<file path="src/verilog/dcache_geom_pkg.sv">
`default_nettype none

package dcache_geom_pkg;

    // word and frame shape
    localparam int WORD_W          = 32;
    localparam int WORDS_PER_FRAME = 2;
    localparam int BYT_W           = 2;                        // bytes within a word
    localparam int BLK_W           = $clog2(WORDS_PER_FRAME);  // word within a frame

    // set organisation
    localparam int IDX_W = 3;
    localparam int NSETS = 1 << IDX_W;
    localparam int NWAYS = 2;

    // what is left of the address
    localparam int TAG_W = WORD_W - IDX_W - BLK_W - BYT_W;

    typedef logic [WORD_W-1:0] word_t;

    typedef logic way_t;  // 0 or 1

    // byte address as the cache splits it
    typedef struct packed {
        logic [TAG_W-1:0] tag;
        logic [IDX_W-1:0] idx;
        logic [BLK_W-1:0] blkoff;
        logic [BYT_W-1:0] bytoff;
    } addr_t;

    // one way of one set
    typedef struct packed {
        logic                        valid;
        logic                        dirty;
        logic [TAG_W-1:0]            tag;
        word_t [WORDS_PER_FRAME-1:0] data;
    } frame_t;

endpackage

`default_nettype wire
</file>
<file path="src/verilog/dcache_bus_pkg.sv">
`default_nettype none

package dcache_bus_pkg;

    import dcache_geom_pkg::*;

    // datapath side, held until hit
    typedef struct packed {
        logic  ren;
        logic  wen;
        logic  halt;
        addr_t addr;
        word_t store;
    } dp_req_t;

    typedef struct packed {
        logic  hit;
        word_t load;
        logic  flushed;
    } dp_rsp_t;

    // memory side, one word per transfer
    typedef struct packed {
        logic  ren;
        logic  wen;
        addr_t addr;
        word_t store;
    } mem_req_t;

    typedef struct packed {
        logic  busy;  // request held while high
        word_t load;
    } mem_rsp_t;

    typedef enum logic [3:0] {
        IDLE, WB1, WB2, LD1, LD2, SCAN, FLUSH1, FLUSH2, HALTED
    } ctrl_state_t;

    typedef enum logic [1:0] {
        NONE, WRITE_WORD, FILL_WORD, CLEAN
    } frame_op_t;

    // update for the frame store, applied at the next edge
    typedef struct packed {
        frame_op_t        op;
        logic [IDX_W-1:0] idx;
        way_t             way;
        logic [BLK_W-1:0] word_sel;
        logic [TAG_W-1:0] tag;
        word_t            data;
    } frame_cmd_t;

    typedef struct packed {
        logic   hit;
        way_t   hit_way;
        word_t  hit_word;
        way_t   victim_way;
        frame_t victim;
    } lookup_t;

endpackage

`default_nettype wire

</file>
<file path="src/verilog/dcache.sv">
`timescale 1ns/10ps
`default_nettype none

module dcache
    import dcache_geom_pkg::*;
    import dcache_bus_pkg::*;
(
    input  logic     CLK,
    input  logic     nRST,
    input  dp_req_t  dp_req,
    output dp_rsp_t  dp_rsp,
    output mem_req_t mem_req,
    input  mem_rsp_t mem_rsp
);

    frame_cmd_t       cmd;
    lookup_t          lookup;     // for the current request address
    frame_t           scan_frame;
    logic [IDX_W-1:0] scan_idx;
    way_t             scan_way;

    // FSM and bus sequencing
    dcache_ctrl ctrl0 (
        .CLK        (CLK),
        .nRST       (nRST),
        .dp_req     (dp_req),
        .dp_rsp     (dp_rsp),
        .mem_req    (mem_req),
        .mem_rsp    (mem_rsp),
        .lookup     (lookup),
        .scan_frame (scan_frame),
        .cmd        (cmd),
        .scan_idx   (scan_idx),
        .scan_way   (scan_way)
    );

    // tags, data and LRU bits
    dcache_frames frames0 (
        .CLK         (CLK),
        .nRST        (nRST),
        .lookup_addr (dp_req.addr),
        .cmd         (cmd),
        .scan_idx    (scan_idx),
        .scan_way    (scan_way),
        .lookup      (lookup),
        .scan_frame  (scan_frame)
    );

endmodule

`default_nettype wire

</file>
<file path="src/verilog/dcache_ctrl.sv">
`timescale 1ns/10ps
`default_nettype none

module dcache_ctrl
    import dcache_geom_pkg::*;
    import dcache_bus_pkg::*;
(
    input  logic             CLK,
    input  logic             nRST,
    input  dp_req_t          dp_req,
    output dp_rsp_t          dp_rsp,
    output mem_req_t         mem_req,
    input  mem_rsp_t         mem_rsp,
    input  lookup_t          lookup,
    input  frame_t           scan_frame,
    output frame_cmd_t       cmd,
    output logic [IDX_W-1:0] scan_idx,
    output way_t             scan_way
);

    ctrl_state_t state_q;
    ctrl_state_t state_d;

    logic [IDX_W:0] scan_q;  // {way, set}
    logic [IDX_W:0] scan_d;

    logic             access;      // read or write pending
    logic             ready;       // idle, not halting
    logic             last_frame;
    logic [BLK_W-1:0] beat;        // word of the current transfer

    assign access     = dp_req.ren || dp_req.wen;
    assign ready      = (state_q == IDLE) && !dp_req.halt;
    assign last_frame = &scan_q;
    assign scan_way   = scan_q[IDX_W];
    assign scan_idx   = scan_q[IDX_W-1:0];

    // second half of each two-word transfer
    assign beat = (state_q inside {WB2, LD2, FLUSH2}) ? '1 : '0;

    always_comb begin
        state_d = state_q;
        scan_d  = scan_q;
        case (state_q)
            IDLE: begin
                if (dp_req.halt) begin
                    state_d = SCAN;
                    scan_d  = '0;
                end else if (access && !lookup.hit) begin
                    state_d = lookup.victim.dirty ? WB1 : LD1;  // clean victim skips write-back
                end
            end
            WB1: begin
                if (!mem_rsp.busy) state_d = WB2;
            end
            WB2: begin
                if (!mem_rsp.busy) state_d = LD1;
            end
            LD1: begin
                if (!mem_rsp.busy) state_d = LD2;
            end
            LD2: begin
                if (!mem_rsp.busy) state_d = IDLE;  // retry now hits
            end
            SCAN: begin
                if (scan_frame.dirty) begin
                    state_d = FLUSH1;
                end else if (last_frame) begin
                    state_d = HALTED;
                end else begin
                    scan_d = scan_q + 1'b1;
                end
            end
            FLUSH1: begin
                if (!mem_rsp.busy) state_d = FLUSH2;
            end
            FLUSH2: begin
                if (!mem_rsp.busy) state_d = SCAN;  // frame is clean on return
            end
            HALTED: begin
                state_d = HALTED;
            end
            default: begin
                state_d = IDLE;
            end
        endcase
    end

    // memory request, steady while busy
    always_comb begin
        mem_req = '0;
        mem_req.addr.blkoff = beat;
        case (state_q)
            WB1, WB2: begin
                mem_req.wen      = 1'b1;
                mem_req.addr.tag = lookup.victim.tag;
                mem_req.addr.idx = dp_req.addr.idx;
                mem_req.store    = lookup.victim.data[beat];
            end
            LD1, LD2: begin
                mem_req.ren      = 1'b1;
                mem_req.addr.tag = dp_req.addr.tag;
                mem_req.addr.idx = dp_req.addr.idx;
            end
            FLUSH1, FLUSH2: begin
                mem_req.wen      = 1'b1;
                mem_req.addr.tag = scan_frame.tag;
                mem_req.addr.idx = scan_idx;
                mem_req.store    = scan_frame.data[beat];
            end
            default: begin
                mem_req.addr.blkoff = '0;
            end
        endcase
    end

    // frame commands
    always_comb begin
        cmd.op       = NONE;
        cmd.idx      = dp_req.addr.idx;
        cmd.way      = ~lookup.hit_way;  // not a use unless it names the hit way
        cmd.word_sel = dp_req.addr.blkoff;
        cmd.tag      = dp_req.addr.tag;
        cmd.data     = dp_req.store;
        case (state_q)
            IDLE: begin
                if (ready && access && lookup.hit) begin
                    cmd.way = lookup.hit_way;
                    if (dp_req.wen) cmd.op = WRITE_WORD;
                end
            end
            LD1, LD2: begin
                if (!mem_rsp.busy) begin
                    cmd.op       = FILL_WORD;
                    cmd.way      = lookup.victim_way;
                    cmd.word_sel = beat;
                    cmd.data     = mem_rsp.load;
                end
            end
            FLUSH2: begin
                if (!mem_rsp.busy) begin
                    cmd.op  = CLEAN;
                    cmd.idx = scan_idx;
                    cmd.way = scan_way;
                end
            end
            default: begin
                cmd.op = NONE;
            end
        endcase
    end

    always_comb begin
        dp_rsp.hit     = ready && access && lookup.hit;  // same cycle as request
        dp_rsp.load    = lookup.hit_word;
        dp_rsp.flushed = (state_q == HALTED);
    end

    always_ff @(posedge CLK, negedge nRST) begin
        if (!nRST) begin
            state_q <= IDLE;
            scan_q  <= '0;
        end else begin
            state_q <= state_d;
            scan_q  <= scan_d;
        end
    end

endmodule

`default_nettype wire

</file>
<file path="src/verilog/dcache_frames.sv">
`timescale 1ns/10ps
`default_nettype none

module dcache_frames
    import dcache_geom_pkg::*;
    import dcache_bus_pkg::*;
(
    input  logic             CLK,
    input  logic             nRST,
    input  addr_t            lookup_addr,
    input  frame_cmd_t       cmd,
    input  logic [IDX_W-1:0] scan_idx,
    input  way_t             scan_way,
    output lookup_t          lookup,
    output frame_t           scan_frame
);

    // state bits
    logic [NWAYS-1:0][NSETS-1:0] valid_q;
    logic [NWAYS-1:0][NSETS-1:0] dirty_q;
    logic [NSETS-1:0]            lru_q;    // way to evict next

    // tags and words
    logic [TAG_W-1:0]            tag_q  [NWAYS][NSETS];
    word_t [WORDS_PER_FRAME-1:0] data_q [NWAYS][NSETS];

    logic [NWAYS-1:0] way_hit;
    way_t             hit_way;
    logic             read_use;

    function automatic frame_t get_frame(input way_t w, input logic [IDX_W-1:0] i);
        frame_t f;
        f.valid = valid_q[w][i];
        f.dirty = dirty_q[w][i];
        f.tag   = tag_q[w][i];
        f.data  = data_q[w][i];
        return f;
    endfunction

    // tag compare on both ways
    always_comb begin
        for (int w = 0; w < NWAYS; w++) begin
            way_hit[w] = valid_q[w][lookup_addr.idx] &&
                         (tag_q[w][lookup_addr.idx] == lookup_addr.tag);
        end
    end

    assign hit_way = way_hit[1];  // way 0 unless way 1 matched

    always_comb begin
        frame_t hit_frame;
        hit_frame          = get_frame(hit_way, lookup_addr.idx);
        lookup.hit         = |way_hit;
        lookup.hit_way     = hit_way;
        lookup.hit_word    = hit_frame.data[lookup_addr.blkoff];
        lookup.victim_way  = lru_q[lookup_addr.idx];
        lookup.victim      = get_frame(lru_q[lookup_addr.idx], lookup_addr.idx);
    end

    always_comb begin
        scan_frame = get_frame(scan_way, scan_idx);
    end

    // an idle command that names the way just hit counts as a read of that frame
    assign read_use = (cmd.op == NONE) && lookup.hit && (cmd.way == hit_way);

    always_ff @(posedge CLK, negedge nRST) begin
        if (!nRST) begin
            valid_q <= '0;
            dirty_q <= '0;
            lru_q   <= '0;
        end else begin
            case (cmd.op)
                WRITE_WORD: begin
                    dirty_q[cmd.way][cmd.idx] <= 1'b1;
                    lru_q[cmd.idx]            <= ~cmd.way;
                end
                FILL_WORD: begin
                    if (cmd.word_sel == '1) begin  // last word completes the frame
                        valid_q[cmd.way][cmd.idx] <= 1'b1;
                        dirty_q[cmd.way][cmd.idx] <= 1'b0;
                    end
                end
                CLEAN: begin
                    dirty_q[cmd.way][cmd.idx] <= 1'b0;
                end
                default: begin
                    if (read_use) begin
                        lru_q[cmd.idx] <= ~cmd.way;
                    end
                end
            endcase
        end
    end

    always_ff @(posedge CLK) begin
        if (cmd.op == WRITE_WORD || cmd.op == FILL_WORD) begin
            data_q[cmd.way][cmd.idx][cmd.word_sel] <= cmd.data;
        end
        if (cmd.op == FILL_WORD && cmd.word_sel == '1) begin
            tag_q[cmd.way][cmd.idx] <= cmd.tag;
        end
    end

endmodule

`default_nettype wire

</file>
<file path="config.mk">
export PLATFORM = sky130hd
export DESIGN_NAME = dcache
export DESIGN_NICKNAME = d
export VERILOG_FILES = /design/src/verilog/dcache_geom_pkg.sv /design/src/verilog/dcache_bus_pkg.sv /design/src/verilog/dcache.sv /design/src/verilog/dcache_ctrl.sv /design/src/verilog/dcache_frames.sv
export SDC_FILE = /design/constraint.sdc
export NUM_CORES = 2
export LEC_CHECK = 0
export BUFFER_PORTS_ARGS = -buffer_cell sky130_fd_sc_hd__buf_2
export CORE_ASPECT_RATIO = 0.7
export CORE_UTILIZATION = 54
export CTS_BUF_LIST = sky130_fd_sc_hd__clkbuf_8 sky130_fd_sc_hd__clkbuf_16
export DETAILED_ROUTE_END_ITERATION = 10
export MAX_ROUTING_LAYER = met4
export PLACE_DENSITY = 0.72
export REMOVE_ABC_BUFFERS = 1
export SYNTH_ARGS = -nofsm -noshare
export SYNTH_HDL_FRONTEND = slang
export SYNTH_HIERARCHICAL = 1
export SYNTH_SLANG_ARGS = --single-unit
export TNS_END_PERCENT = 100
</file>
<file path="constraint.sdc">
create_clock -name CLK -period 9.9 [get_ports CLK]
set_clock_uncertainty 0.2 [all_clocks]
set_input_delay 1.485 -clock CLK [delete_from_list [all_inputs] [get_ports CLK]]
set_output_delay 1.485 -clock CLK [all_outputs]
set_load 0.005 [all_outputs]
</file>
== Yosys cells after proc, flatten, opt, wreduce, memory -nomap -nowiden ==
Memory sizes are Yosys's and may differ from the RTL's.
Index checks and enable logic that the tools add are counted.

* Word-level logic and storage cells: 192
* Output and inout port bits: 100
* Bits of input ports: 102
* RAM bits: 1,440
* Memories kept: 2
* Flip-flop bits (word level): 48

{| class="wikitable"
|+ Memory list
! memory !! depth !! width !! read ports !! clocked after memory_dff !! write ports !! RTL line !! source
|-
| frames0.data_q || 2 || 512 || 3 || 0 || 1 || dcache_frames.sv:25 || <nowiki>word_t [WORDS_PER_FRAME-1:0] data_q [NWAYS][NSETS];</nowiki>
|-
| frames0.tag_q || 2 || 208 || 4 || 0 || 1 || dcache_frames.sv:24 || <nowiki>logic [TAG_W-1:0] tag_q [NWAYS][NSETS];</nowiki>
|}

* Multiplexer cells: 94
* Reductions and logical operators: 36
* $lt $le $gt $ge: 16
* Add/subtract/negate cells: 1
* Bitwise gates (word level): 10
* Eq/ne operators: 26

{| class="wikitable"
|+ Operators with widths
! cell !! count
|-
| 64-bit binary-select mux with 3-bit select || 3
|-
| 512-bit 2-to-1 mux || 1
|-
| 64-bit 2-to-1 mux || 7
|-
| 26-bit binary-select mux with 3-bit select || 4
|-
| 32-bit 2-to-1 mux || 9
|-
| 26-bit 2-to-1 mux || 9
|-
| 208-bit 2-to-1 mux || 1
|-
| 64-bit demux with 3-bit select || 1
|-
| 29-bit case mux with 3 select lines || 1
|-
| 26-bit demux with 3-bit select || 1
|-
| 32-bit case mux with 2 select lines || 1
|-
| 26-bit == test || 2
|-
| 4-bit 2-to-1 mux || 13
|-
| 8-bit 2-to-1 mux || 6
|-
| 16-bit case mux with 3 select lines || 1
|-
| 4-bit case mux with 9 select lines || 1
|-
| 32-bit demux with 1-bit select || 1
|-
| 16-bit bitwise OR || 2
|-
| 2-bit inequality test, second input constant || 9
|-
| 16-bit AND || 1
|-
| 4-bit by 3-bit == test with 1-bit output, second input constant || 4
|-
| 1-bit 2-to-1 mux || 16
|-
| 16-bit 2-to-1 mux || 1
|-
| 16-bit NOT || 1
|-
| other kinds (42) || 87
|}

== Longest topological paths before layout ==
* Depth in word-level cells: 19
* Depth in mapped cells: 24
* Gate-level depth less buffers: 15

== Modules after synthesis ==
The synthesis kept the hierarchy.

{| class="wikitable"
|+ By module, submodules not included
! module !! instances !! area each (µm²) !! seq. area each (µm²) !! cells an instance
|-
| dcache_frames || 1 || 80,332.0 || 44,242.4 || 4,463
|-
| dcache_ctrl || 1 || 2,976.6 || 200.2 || 385
|}

== Worst setup path before layout ==
Ideal clock, no wire load.

* Path kind: input port to flip-flop
* From: input dp_req[35] (netlist bit)
* To: memory frames0/data_q[1][256] (netlist bit) (enable)
* Stages: 18
* Arrival time: 6,850 ps
* Path slack: 2,428 ps
* Buffers on the path: 6
* Required time: 9,279 ps
* Path through: buf_6 > mux4_2 > mux2_2 > xnor2_1 > a2111o_1 > or4_1 > nor4_1 > buf_4 > buf_8 > buf_6 > nand2b_1 > nor4b_4 > xnor2_1 > a221o_1 > clkbuf_1 > clkbuf_1 > nand3_1 > nor2_1

{| class="wikitable"
|+ RTL lines
! element !! RTL line !! source
|-
| start: declaration || dcache.sv:10 || <nowiki>input dp_req_t dp_req,</nowiki>
|-
| end: declaration || dcache_frames.sv:25 ||
|}

==> results.md <==
- Max-cap violations: 0
- Final std cells w/o fill: 7019
- Mean post-synth cell area: about 17 sq um
- Register Area: 44500 sq um
- Synth warn: 6
- R2R Path Start: frames0/tag_q[1][201]
- Post-route DRC: 0
- Initial antenna violation count: 12
- Wirelength per Cell: 37.1 um
- Final Cell Area: 91600 sq um
- Post-Syn Area: 83100 sq um
- Worst-Margin Slew: about 1.2 ns
- IO Pins: 202
- Leakage: about 29 nW
- Bufs on Longest Clock Path: 3
- Commonest non-fill, non-tap cell in the layout: edfxtp_1
- First-pass GRT wire length: 372 mm
- Worst VDD drop: between 0.2 and 0.3 mV
- DR vias/cell: 7.59
- Status: completed
- Initial Utilization: 0.544
- Synth-to-Final Area Change: 10.2%
- Inserted Clock Buffers: ~150
- # fillers: 10942
- Antenna Nets Post-Route: 0
- Setup CP Type: in2out
- Die area: 155000 sq um
- CTS resizes: 0
- Critical path data required time: 8.22 ns
- Via count: 53269
- Finish-stage setup viols: 0
- Row cnt: 120
- Hold Startpoint: frames0/valid_q[11]
- CTS tree: done
- Core area: 153000 sq um
- Post-CTS Setup Inserts: 0
- Die X: approximately 470 um
- Total placed cells including tap cells: about 6700
- Unrepaired setup endpoints after global routing: false
- Commonest cells after routing, fill and taps aside: edfxtp_1, mux4_2, mux2i_1, nor2_1, nand2_1
- Clk root buf: clkbuf_16
- Final GP Congestion: between 0.8 and 0.9
- Die Y: 330 um
- Hold_buf cts: 0
- Iteration-0 DRC count of the detailed router: roughly 8500
- Area of the multi-input gates: 36600 sq um
- # nets final: ~5000
- Total negative slack: 0 ns
- Critical Path Start Type: input pin
- Pre-antenna DRT Iters: 9
- Largest net degree at the start of global routing: 137
- Setup crit end kind: output port
- Quantity of I/O buffers inserted on ports: 197
- Crit-path max FO: 82
- Endpoints failing hold: 0
- Worst skew pair latency: 0.81 ns
- Post-layout min period: 8.59 ns
- CP Data Arrival Time: 6.91 ns
- Clock-pin transition on the worst setup and hold timing paths: around 0.06 ns
- DP HPWL: 143 mm
- Pwr/cell area: 219 nW/um^2
- Max H-tree Level: 4
- Total gr overflow: 0
- Fmax: around 120 MHz
- Synth Instances: 4838
- Fin crit share: 0.868
- Via count of the first global-routing pass: between 50000 and 60000
- Clock sinks: 1488
- Tot GR Track Use: 0.346
- Placed Area: just under 90000 sq um
- CP startpoint: dp_req[36]
- Fin util: 0.599
- Worst hold path class: reg2reg
- Max-slew violations: 0
- Layout cells sized above 1: 0.368
- DRT Wirelength: 260 mm
- Rel. slew slack: 0.193
[final cells by class]
type                       count  share of cell area
inverter                      19            0.000861
timing repair buffer         387              0.0333
tap                         2013              0.0275
antenna                        9            0.000246
sequential                  1488               0.486
multi-input combinational   2832               0.400
clock buffer                 154              0.0420
clock inverter               117              0.0106
[through the flow]
step / hold WS, ns / worst slack, ns / power [mW]
floorplan: 0.234 / -19.15 / 13.8
global placement: 0.246 / 1.47 / 14.3
detailed placement: 0.250 / 1.42 / 14.4
CTS: 0.266 / 1.43 / 20.0
global route: 0.287 / 1.01 / 20.6
finish: 0.262 / 1.31 / 20.0
[per-layer routing]
metal,track usage,part of all wire,up-vias,wire length (um)
met3,0.0990,0.14,699,36500
met2,0.501,0.45,4255,118000
li1,-,-,20656,-
met4,0.133,0.043,0,11300
met1,0.467,0.36,27659,94600
met5,-,0,-,0
[path summary, 6_finish.rpt]
path,endpoint,slack (ns),cells after the start
setup / recovery,dp_rsp[24],1.31,15
hold / removal,frames0/valid_q[11],0.26,1
setup reg to reg,frames0/data_q[0][154],3.25,16
hold reg to reg,frames0/valid_q[11],0.26,1
max in group asynchronous,ctrl0/scan_q[3],8.35,2
min in group asynchronous,frames0/lru_q[3],0.62,2
[registers in the layout, indices dropped and copies added, names as in the netlist, named ones only]
| signal | count |
|---|---|
| frames0/data_q | 1024 |
| frames0/tag_q | 416 |
| frames0/valid_q | 16 |
| frames0/lru_q | 8 |
| ctrl0/scan_q | 4 |
| ctrl0/state_q | 4 |
[report_power, final]
group,switching (mW),total (mW),internal [mW]
registers,0.252,7.63,7.38
logic,3.67,6.71,3.04
clock network,2.53,5.69,3.17
total,6.45,20.0,13.6
[critical path, cell delays in order]
cell and delay, ns:
buf_8 0.53, and2_2 0.28, buf_4 0.69, a22oi_1 0.28
nand3b_1 0.21, o211ai_1 0.18, or4_1 0.45, nor3_2 0.63
buf_12 0.31, buf_4 0.27, mux2_2 0.35, a2111oi_0 0.42
a41oi_1 0.13, o211ai_1 0.21, buf_2 0.28
No activity file was read; power rests on OpenSTA's default activity.
